File: config.mk
export PLATFORM = sky130hd
export DESIGN_NAME = lc3b_pipeline
export DESIGN_NICKNAME = d
export VERILOG_FILES = /design/src/hdl/lc3b_pkg.sv /design/src/hdl/lc3b_ifaces.sv /design/src/hdl/fetch_stage.sv /design/src/hdl/decode_stage.sv /design/src/hdl/execute_stage.sv /design/src/hdl/mem_wb_stage.sv /design/src/hdl/hazard_unit.sv /design/src/hdl/lc3b_pipeline.sv
export SDC_FILE = /design/constraint.sdc
export NUM_CORES = 1
export LEC_CHECK = 0
export BUFFER_PORTS_ARGS = -buffer_cell sky130_fd_sc_hd__buf_4
export CAP_MARGIN = 20
export CORE_ASPECT_RATIO = 1.4
export CORE_MARGIN = 3
export CORE_UTILIZATION = 50
export DETAILED_ROUTE_END_ITERATION = 8
export HOLD_SLACK_MARGIN = 0.05
export PLACE_DENSITY = 0.74
export SLEW_MARGIN = 20
export SYNTH_ARGS = -nofsm -noshare
export SYNTH_HDL_FRONTEND = slang
export SYNTH_SLANG_ARGS = --single-unit
File: constraint.sdc
create_clock -name clk -period 4.5 [get_ports clk]
set_input_delay 0.45 -clock clk [delete_from_list [all_inputs] [get_ports clk]]
set_output_delay 0.45 -clock clk [all_outputs]
set_load 0.05 [all_outputs]
File: src/hdl/lc3b_pkg.sv
`default_nettype none

package lc3b_pkg;

    typedef logic [15:0] lc3b_word;
    typedef logic [2:0] lc3b_reg;

    // architectural register file size
    localparam int reg_count = 8;

    // operand forwarding selects
    localparam logic [1:0] fwd_rf = 2'd0;
    localparam logic [1:0] fwd_mem = 2'd1;
    localparam logic [1:0] fwd_wb = 2'd2;

    // other encodings decode as no-operation
    typedef enum logic [3:0] {
        op_br = 4'b0000,
        op_add = 4'b0001,
        op_and = 4'b0101,
        op_ldr = 4'b0110,
        op_str = 4'b0111,
        op_not = 4'b1001,
        op_jmp = 4'b1100,
        op_lea = 4'b1110
    } lc3b_opcode;

    typedef enum logic [1:0] {
        alu_add,
        alu_and,
        alu_not,
        alu_pass
    } lc3b_aluop;

    // all-zero value is a bubble
    typedef struct packed {
        lc3b_aluop aluop;
        logic b_is_imm;
        logic a_is_pc;
        logic mem_read;
        logic mem_write;
        logic load_regfile;
        logic load_cc;
        logic branch;
        logic jump;
        lc3b_reg dest;
        logic [2:0] nzp;
    } lc3b_ctrl;

endpackage

`default_nettype wire

File: src/hdl/lc3b_ifaces.sv
`timescale 1ns/1ps
`default_nettype none

// decode to execute bundle
interface dx_if import lc3b_pkg::*; ();
    lc3b_ctrl ctrl;
    lc3b_word pc;
    lc3b_word a_val;
    lc3b_word b_val;
    lc3b_reg src_a;
    lc3b_reg src_b;
    lc3b_word imm;

    modport src
    (
        output ctrl, pc, a_val, b_val, src_a, src_b, imm
    );

    modport dst
    (
        input ctrl, pc, a_val, b_val, src_a, src_b, imm
    );
endinterface

// execute to memory bundle
interface xm_if import lc3b_pkg::*; ();
    lc3b_ctrl ctrl;
    // also the data memory address
    lc3b_word alu_out;
    lc3b_word store_data;

    modport src
    (
        output ctrl, alu_out, store_data
    );

    modport dst
    (
        input ctrl, alu_out, store_data
    );
endinterface

`default_nettype wire

File: src/hdl/fetch_stage.sv
`timescale 1ns/1ps
`default_nettype none

module fetch_stage import lc3b_pkg::*;
#(
    parameter lc3b_word reset_pc = 16'h0000
)
(
    input logic clk,
    input logic reset,
    input logic stall,
    input logic load_stall,
    input logic redirect,
    input lc3b_word redirect_pc,
    input lc3b_word i_rdata,
    input logic i_resp,
    output lc3b_word i_addr,
    output logic i_read,
    output lc3b_word ir,
    output lc3b_word if_pc,
    output logic if_valid
);

    lc3b_word pc;
    lc3b_word pc_plus2;
    logic fetch_on;
    logic pend_valid;
    lc3b_word pend_ir;
    logic advance;
    logic got;
    logic have_word;

    assign advance = !stall && !load_stall;
    assign got = i_read && i_resp;
    // word parked while the pipeline was frozen
    assign have_word = pend_valid || got;
    assign pc_plus2 = pc + 16'd2;

    assign i_addr = pc;
    assign i_read = fetch_on && !pend_valid && !redirect;

    always_ff @(posedge clk)
    begin
        if (reset)
        begin
            pc <= reset_pc;
            fetch_on <= 1'b0;
            pend_valid <= 1'b0;
            if_valid <= 1'b0;
        end
        else
        begin
            fetch_on <= 1'b1;
            if (redirect)
            begin
                pc <= redirect_pc;
                pend_valid <= 1'b0;
                if_valid <= 1'b0;
            end
            else if (advance)
            begin
                // no word yet means a bubble into decode
                if_valid <= have_word;
                pend_valid <= 1'b0;
                if (have_word)
                    pc <= pc_plus2;
            end
            else if (got)
                pend_valid <= 1'b1;
        end
    end

    always_ff @(posedge clk)
    begin
        if (advance && have_word)
        begin
            ir <= pend_valid ? pend_ir : i_rdata;
            if_pc <= pc_plus2;
        end
        if (!advance && got)
            pend_ir <= i_rdata;
    end

endmodule

`default_nettype wire

File: src/hdl/decode_stage.sv
`timescale 1ns/1ps
`default_nettype none

module decode_stage import lc3b_pkg::*;
(
    input logic clk,
    input logic reset,
    input lc3b_word ir,
    input lc3b_word if_pc,
    input logic if_valid,
    input logic stall,
    input logic load_stall,
    input logic redirect,
    input lc3b_word wb_data,
    input lc3b_reg wb_dest,
    input logic wb_load,
    dx_if.src dx
);

    lc3b_word regs [reg_count];
    lc3b_opcode opcode;
    lc3b_ctrl ctrl_d;
    lc3b_word imm_d;
    lc3b_word imm5;
    lc3b_word off6;
    lc3b_word off9;
    lc3b_reg src_a_d;
    lc3b_reg src_b_d;
    lc3b_reg rd_a;
    lc3b_reg rd_b;
    lc3b_word rd_a_val;
    lc3b_word rd_b_val;

    assign opcode = lc3b_opcode'(ir[15:12]);
    assign imm5 = {{11{ir[4]}}, ir[4:0]};
    // word offsets, scaled to bytes
    assign off6 = {{9{ir[5]}}, ir[5:0], 1'b0};
    assign off9 = {{6{ir[8]}}, ir[8:0], 1'b0};

    assign src_a_d = ir[8:6];
    // STR reads its data register from the dest field
    assign src_b_d = (opcode == op_str) ? ir[11:9] : ir[2:0];

    always_comb
    begin
        ctrl_d = '0;
        imm_d = imm5;
        ctrl_d.dest = ir[11:9];
        ctrl_d.nzp = ir[11:9];
        if (if_valid)
        begin
            case (opcode)
                op_add, op_and:
                begin
                    ctrl_d.aluop = (opcode == op_add) ? alu_add : alu_and;
                    ctrl_d.b_is_imm = ir[5];
                    ctrl_d.load_regfile = 1'b1;
                    ctrl_d.load_cc = 1'b1;
                end
                op_not:
                begin
                    ctrl_d.aluop = alu_not;
                    ctrl_d.load_regfile = 1'b1;
                    ctrl_d.load_cc = 1'b1;
                end
                op_lea:
                begin
                    // no condition code update
                    ctrl_d.a_is_pc = 1'b1;
                    ctrl_d.b_is_imm = 1'b1;
                    ctrl_d.load_regfile = 1'b1;
                    imm_d = off9;
                end
                op_ldr:
                begin
                    ctrl_d.b_is_imm = 1'b1;
                    ctrl_d.mem_read = 1'b1;
                    ctrl_d.load_regfile = 1'b1;
                    ctrl_d.load_cc = 1'b1;
                    imm_d = off6;
                end
                op_str:
                begin
                    ctrl_d.b_is_imm = 1'b1;
                    ctrl_d.mem_write = 1'b1;
                    imm_d = off6;
                end
                op_br:
                begin
                    ctrl_d.a_is_pc = 1'b1;
                    ctrl_d.b_is_imm = 1'b1;
                    ctrl_d.branch = 1'b1;
                    imm_d = off9;
                end
                op_jmp:
                begin
                    ctrl_d.aluop = alu_pass;
                    ctrl_d.jump = 1'b1;
                end
                default:
                begin
                end
            endcase
        end
    end

    // refresh the held execute operands during the load-use bubble
    assign rd_a = load_stall ? dx.src_a : src_a_d;
    assign rd_b = load_stall ? dx.src_b : src_b_d;
    assign rd_a_val = (wb_load && wb_dest == rd_a) ? wb_data : regs[rd_a];
    assign rd_b_val = (wb_load && wb_dest == rd_b) ? wb_data : regs[rd_b];

    always_ff @(posedge clk)
    begin
        if (wb_load)
            regs[wb_dest] <= wb_data;
    end

    always_ff @(posedge clk)
    begin
        if (reset || redirect)
            dx.ctrl <= '0;
        else if (!stall && !load_stall)
            dx.ctrl <= ctrl_d;
    end

    always_ff @(posedge clk)
    begin
        if (!stall && !load_stall)
        begin
            dx.pc <= if_pc;
            dx.imm <= imm_d;
            dx.src_a <= src_a_d;
            dx.src_b <= src_b_d;
            dx.a_val <= rd_a_val;
            dx.b_val <= rd_b_val;
        end
        else if (!stall)
        begin
            dx.a_val <= rd_a_val;
            dx.b_val <= rd_b_val;
        end
    end

endmodule

`default_nettype wire

File: src/hdl/execute_stage.sv
`timescale 1ns/1ps
`default_nettype none

module execute_stage import lc3b_pkg::*;
(
    input logic clk,
    input logic reset,
    dx_if.dst dx,
    input logic [1:0] fwd_a_sel,
    input logic [1:0] fwd_b_sel,
    input lc3b_word mem_fwd,
    input lc3b_word wb_data,
    input logic stall,
    input logic load_stall,
    input logic redirect,
    xm_if.src xm
);

    lc3b_word a_fwd;
    lc3b_word b_fwd;
    lc3b_word alu_a;
    lc3b_word alu_b;
    lc3b_word alu_out;

    function automatic lc3b_word fwd_mux(input logic [1:0] sel, input lc3b_word rf_val);
        case (sel)
            fwd_mem: return mem_fwd;
            fwd_wb: return wb_data;
            default: return rf_val;
        endcase
    endfunction

    assign a_fwd = fwd_mux(fwd_a_sel, dx.a_val);
    assign b_fwd = fwd_mux(fwd_b_sel, dx.b_val);

    // PC for LEA and BR targets, immediate for offsets
    assign alu_a = dx.ctrl.a_is_pc ? dx.pc : a_fwd;
    assign alu_b = dx.ctrl.b_is_imm ? dx.imm : b_fwd;

    always_comb
    begin
        case (dx.ctrl.aluop)
            alu_add: alu_out = alu_a + alu_b;
            alu_and: alu_out = alu_a & alu_b;
            alu_not: alu_out = ~alu_a;
            default: alu_out = alu_a;
        endcase
    end

    always_ff @(posedge clk)
    begin
        if (reset || redirect)
            xm.ctrl <= '0;
        else if (!stall)
            xm.ctrl <= load_stall ? lc3b_ctrl'('0) : dx.ctrl;
    end

    always_ff @(posedge clk)
    begin
        if (!stall)
        begin
            xm.alu_out <= alu_out;
            xm.store_data <= b_fwd;
        end
    end

endmodule

`default_nettype wire

File: src/hdl/mem_wb_stage.sv
`timescale 1ns/1ps
`default_nettype none

module mem_wb_stage import lc3b_pkg::*;
(
    input logic clk,
    input logic reset,
    xm_if.dst xm,
    input logic stall,
    input lc3b_word d_rdata,
    input logic d_resp,
    output lc3b_word d_addr,
    output logic d_read,
    output logic d_write,
    output lc3b_word d_wdata,
    output lc3b_word mem_fwd,
    output lc3b_word wb_data,
    output lc3b_reg wb_dest,
    output logic wb_load,
    output logic redirect,
    output lc3b_word redirect_pc,
    output lc3b_reg mem_dest,
    output logic mem_load,
    output logic mem_is_read
);

    logic d_done;
    lc3b_word d_hold;
    lc3b_word mem_val;
    lc3b_ctrl wb_ctrl;
    lc3b_word wb_val;
    logic [2:0] cc;
    logic [2:0] gen_cc;

    // request ends once answered, even if the stage is still frozen
    assign d_addr = xm.alu_out;
    assign d_wdata = xm.store_data;
    assign d_read = xm.ctrl.mem_read && !d_done && !redirect;
    assign d_write = xm.ctrl.mem_write && !d_done && !redirect;

    assign mem_val = !xm.ctrl.mem_read ? xm.alu_out : (d_done ? d_hold : d_rdata);
    assign mem_fwd = xm.alu_out;
    assign mem_dest = xm.ctrl.dest;
    assign mem_load = xm.ctrl.load_regfile;
    assign mem_is_read = xm.ctrl.mem_read;

    always_ff @(posedge clk)
    begin
        if (reset)
            d_done <= 1'b0;
        else if (redirect || !stall)
            d_done <= 1'b0;
        else if (d_resp && (d_read || d_write))
            d_done <= 1'b1;
    end

    always_ff @(posedge clk)
    begin
        if (d_resp)
            d_hold <= d_rdata;
        if (!stall)
            wb_val <= mem_val;
    end

    // a redirecting branch leaves writeback as a bubble
    always_ff @(posedge clk)
    begin
        if (reset || redirect)
            wb_ctrl <= '0;
        else if (!stall)
            wb_ctrl <= xm.ctrl;
    end

    assign wb_data = wb_val;
    assign wb_dest = wb_ctrl.dest;
    assign wb_load = wb_ctrl.load_regfile;

    assign gen_cc = wb_val[15] ? 3'b100 : ((wb_val == 16'h0000) ? 3'b010 : 3'b001);

    always_ff @(posedge clk)
    begin
        if (reset)
            cc <= 3'b010;
        else if (wb_ctrl.load_cc)
            cc <= gen_cc;
    end

    // target comes through the ALU for both BR and JMP
    assign redirect = wb_ctrl.jump || (wb_ctrl.branch && (wb_ctrl.nzp & cc) != 3'b000);
    assign redirect_pc = wb_val;

endmodule

`default_nettype wire

File: src/hdl/hazard_unit.sv
`timescale 1ns/1ps
`default_nettype none

module hazard_unit import lc3b_pkg::*;
(
    input logic clk,
    input logic reset,
    dx_if.dst dx,
    input lc3b_reg mem_dest,
    input logic mem_load,
    input logic mem_is_read,
    input lc3b_reg wb_dest,
    input logic wb_load,
    input logic i_read,
    input logic i_resp,
    input logic d_read,
    input logic d_write,
    input logic d_resp,
    output logic [1:0] fwd_a_sel,
    output logic [1:0] fwd_b_sel,
    output logic load_stall,
    output logic stall
);

    logic load_hit;
    logic bubble_done;

    // memory stage wins, loads there cannot forward yet
    function automatic logic [1:0] fwd_pick(input lc3b_reg src);
        if (mem_load && !mem_is_read && mem_dest == src)
            return fwd_mem;
        else if (wb_load && wb_dest == src)
            return fwd_wb;
        else
            return fwd_rf;
    endfunction

    assign fwd_a_sel = fwd_pick(dx.src_a);
    assign fwd_b_sel = fwd_pick(dx.src_b);

    assign load_hit = mem_is_read && mem_load
        && (mem_dest == dx.src_a || mem_dest == dx.src_b);
    assign load_stall = load_hit && !bubble_done;

    // any request still waiting for its answer
    assign stall = (i_read && !i_resp) || ((d_read || d_write) && !d_resp);

    always_ff @(posedge clk)
    begin
        if (reset)
            bubble_done <= 1'b0;
        else if (!stall)
            bubble_done <= load_stall;
    end

endmodule

`default_nettype wire

File: src/hdl/lc3b_pipeline.sv
`timescale 1ns/1ps
`default_nettype none

module lc3b_pipeline import lc3b_pkg::*;
#(
    parameter lc3b_word reset_pc = 16'h0000
)
(
    input logic clk,
    input logic reset,
    output lc3b_word i_addr,
    output logic i_read,
    input lc3b_word i_rdata,
    input logic i_resp,
    output lc3b_word d_addr,
    output logic d_read,
    output logic d_write,
    output lc3b_word d_wdata,
    input lc3b_word d_rdata,
    input logic d_resp
);

    lc3b_word ir;
    lc3b_word if_pc;
    logic if_valid;
    logic stall;
    logic load_stall;
    logic redirect;
    lc3b_word redirect_pc;
    lc3b_word mem_fwd;
    lc3b_word wb_data;
    lc3b_reg wb_dest;
    logic wb_load;
    lc3b_reg mem_dest;
    logic mem_load;
    logic mem_is_read;
    logic [1:0] fwd_a_sel;
    logic [1:0] fwd_b_sel;

    dx_if dx();
    xm_if xm();

    fetch_stage #(.reset_pc(reset_pc)) fetch0
    (
        .clk, .reset, .stall, .load_stall, .redirect, .redirect_pc,
        .i_rdata, .i_resp, .i_addr, .i_read, .ir, .if_pc, .if_valid
    );

    decode_stage decode0
    (
        .clk, .reset, .ir, .if_pc, .if_valid, .stall, .load_stall, .redirect,
        .wb_data, .wb_dest, .wb_load, .dx(dx)
    );

    execute_stage execute0
    (
        .clk, .reset, .dx(dx), .fwd_a_sel, .fwd_b_sel, .mem_fwd, .wb_data,
        .stall, .load_stall, .redirect, .xm(xm)
    );

    mem_wb_stage mem_wb0
    (
        .clk, .reset, .xm(xm), .stall, .d_rdata, .d_resp,
        .d_addr, .d_read, .d_write, .d_wdata, .mem_fwd,
        .wb_data, .wb_dest, .wb_load, .redirect, .redirect_pc,
        .mem_dest, .mem_load, .mem_is_read
    );

    hazard_unit hazard0
    (
        .clk, .reset, .dx(dx), .mem_dest, .mem_load, .mem_is_read,
        .wb_dest, .wb_load, .i_read, .i_resp, .d_read, .d_write, .d_resp,
        .fwd_a_sel, .fwd_b_sel, .load_stall, .stall
    );

endmodule

`default_nettype wire

==> metrics.cfg <==
[power_and_ir_drop]
switchingPower_mw=2.48
p_per_area_nw_per_um2=390
p_leak_nw=8.17
p_int_mw=5.92
p_clk_frac=0.326
ir_worst_vdd_uv=355
p_sw_frac=0.295
p_comb_frac=0.160
seq_power_share=0.515

[yosys]
syn-num-nets=1768
yosysTopAreaCell=edfxtp_1
synthTopCellsByArea=edfxtp_1 (47%), mux2i_1 (6.6%), dfxtp_1 (5.5%), mux2_2 (4.7%), o211a_1 (3.1%)
synth_top_area_frac=0.472
ys.flop_type=edfxtp_1
async_reset_ff_frac=0
syn_area_um2=19400
synth_edf_count=304
syn_inst=1714
ys_warn_count=0
ys_seq_area_frac=0.527
synth.distinct_cells=66
ys_seq_elements=357
syn_avg_cell_area_um2=11.3

[timing]
slew_headroom=0.298
finalHoldViolations=0
period_share=0.933
max_freq_ghz=0.238
rsz0062_at_grt=no
fin_crit_ns=4.20
worst_pin_slew_ns=1.05
setup_viol=0
slew_violations=0
fin_skew_ns=0.0167
hold_slack_ns=0.104
finalSetupTns_ns=0

[hold_path]
hold_class=input port to flop
hold_start=d_rdata[8]
holdPathEnd=mem_wb0.d_hold[8]
hold_depth=1

[cts]
cts.sinks=357
cts_tree=yes
numCtsBuffers=34
htreeDepth=2
clk_latency_ns=0.53
cts_setup_buffers=0
cts_hold_buffers=0
clk_path_buf_depth=3
cts_resized=0
cts-root-buf=clkbuf_16
clk_pin_slew_ns=0.07

[critical_path]
startpoint=mem_wb0.wb_dest[2]
end_kind=flop
worstSetupPathType=flop to flop
critPathMaxFanout=16
cpMostUsedCell=mux2i_1
critPathLaunchType=flop
r2r-start=mem_wb0.wb_dest[2]
cp.required_ns=4.77
rr_worst_depth=15
path_cells=xnor2_1, nand4_1, buf_4, mux2i_1, a211oi_1, a21o_1, inv_1, fa_1, nor2b_1, o21ai_0, a21oi_1, o2111ai_1, a31oi_1, mux2i_1, a211o_1
critPathMaxStageDelay_ns=0.64
r2r_end=execute0.xm.alu_out[12]
worst_path_max_delay_cell=dfxtp_1
rrSetupSlack_ns=0.30
critical_path_arrival_ns=4.47

[finish]
layout_commonest_cell=edfxtp_1
nFillCells=3109
instances_no_fill=2249
area_growth_pct=11.2
final_cell_mix=edfxtp_1 (304), buf_4 (141), mux2i_1 (126)
finalNetCount=1806
diodes=0
drive_gt1_frac=0.171

[detailed_routing]
drcViolationCount=0
num_vias=14800
firstDrtPassIters=6
routed_via_density=6.59
ant_nets=0
drtIter0Drc=1400
wire_per_inst_um=24.9
routed_wl_um=56000

[die]
initial_core_util=0.512
core-area_um2=37800
fp.dieW_um=172
die-area_um2=41100
pin_count=87
num_rows=84
die_h_um=239

[placed_design]
dp_hpwl_um=36900
gp_congestion=0.968
io_buffers=86
placed_cells=2188

[global_route]
use_met1=0.343
grtUsageMet2=0.464
antenna_found_initial=0
grt_pass1_vias=14900
use_met3=0.0303
grt_max_degree=76
top_usage_layer=met2
track_usage=0.272
grt_pass1_wl_um=86100
grt_remaining_overflow=0

[status]
status=complete, no violations

[flow_run]
drv_cap=0

-- state kept, by name, indices dropped and copies added, names as in the netlist, 3 cells and up --
signal / count
decode0.dx.b_val: 16
decode0.dx.a_val: 16
mem_wb0.wb_dest: 3
decode0.dx.ctrl: 13
decode0.dx.src_a: 3
mem_wb0.wb_ctrl: 3
mem_wb0.cc: 3
execute0.xm.store_data: 16
decode0.regs: 128
mem_wb0.d_hold: 16
fetch0.if_pc: 16
fetch0.ir: 16
fetch0.i_addr: 16
decode0.dx.pc: 16
execute0.xm.ctrl: 9
execute0.xm.alu_out: 16
mem_wb0.redirect_pc: 16
decode0.dx.src_b: 3
fetch0.pend_ir: 16
decode0.dx.imm: 10
-- cell type report --
cell class	count	area (um^2)	area share
Tap cell	473	592	0.0275
Clock buffer	41	898	0.0417
Inverter	42	160	0.00744
Sequential cell	357	10200	0.473
Multi-Input combinational cell	1173	8450	0.392
Timing Repair Buffer	144	1110	0.0515
Clock inverter	19	131	0.00610
-- routing by layer --
layer | share of wire | vias to the layer above
met2 | 0.50 | 698
met5 | 0 | -
met4 | 0.049 | 0
li1 | - | 6673
met1 | 0.38 | 7297
met3 | 0.070 | 158
-- how the worst max path moves through the flow --
stage                                   end  slack (ns)  cells after the start
detailed placement  execute0.xm.alu_out[12]        0.39                     15
finish              execute0.xm.alu_out[12]        0.30                     15
floorplan           execute0.xm.alu_out[12]        0.53                     17
global placement    execute0.xm.alu_out[12]        0.49                     15
global route        execute0.xm.alu_out[12]        0.09                     15
CTS                 execute0.xm.alu_out[12]        0.37                     15
-- power by group through the flow --
stage | Sequential, mW | Combinational, mW | Clock, mW
after floorplan | 4.42 | 0.689 | 0
after global placement | 4.38 | 1.30 | 0
after global routing | 4.34 | 1.44 | 2.89
after detailed placement | 4.38 | 1.33 | 0
after CTS | 4.31 | 1.33 | 2.77
final | 4.32 | 1.34 | 2.74
-- stage by stage --
| step | utilization | power, mW | instance area [um^2] | setup WS (ns) |
|---|---|---|---|---|
| 6_report | 0.569 | 8.40 | 21500 | 0.303 |
| 5_1_grt | 0.569 | 8.67 | 21500 | 0.0866 |
| 4_1_cts | 0.569 | 8.41 | 21500 | 0.366 |
| 3_5_place_dp | 0.541 | 5.70 | 20500 | 0.389 |
| 3_3_place_gp | 0.541 | 5.68 | 20500 | 0.493 |
| 2_1_floorplan | - | 5.11 | 19400 | 0.529 |
-- critical path, delay by kind of cell, from the launching register on --
| family | cells | cell delay [ns] |
|---|---|---|
| AO/OA/AOI/OAI | 7 | 1.72 |
| flip-flops | 1 | 0.64 |
| adder cells (fa/ha/maj) | 1 | 0.41 |
| AND/OR/NAND/NOR | 2 | 0.37 |
| buffers and inverters | 2 | 0.35 |
| multiplexers | 2 | 0.27 |
| XOR/XNOR | 1 | 0.18 |
-- logic make-up (layout without fill, tap and decap cells) --
kind of cell	count (synthesis)	after routing	synth area share
AOI/OAI and AO/OA	465	465	0.174
and+or+nand+nor	422	422	0.106
DFF	357	357	0.527
muxes	217	217	0.118
buffers and inverters	184	246	0.0397
xor gates and xnor gates	51	51	0.0242
adders and majority gates	18	18	0.0120
-- cells in the mapped netlist, drive strengths merged, types with 48 or more instances --
library cell / number
mux2: 88
a211oi: 61
a21oi: 118
dfxtp: 53
a2111oi: 61
edfxtp: 304
mux2i: 129
clkbuf: 94
nand2: 114
o211a: 60
o21ai: 55
buf: 48
nand3: 52
nor2: 100
No activity file was read; power rests on OpenSTA's default activity.
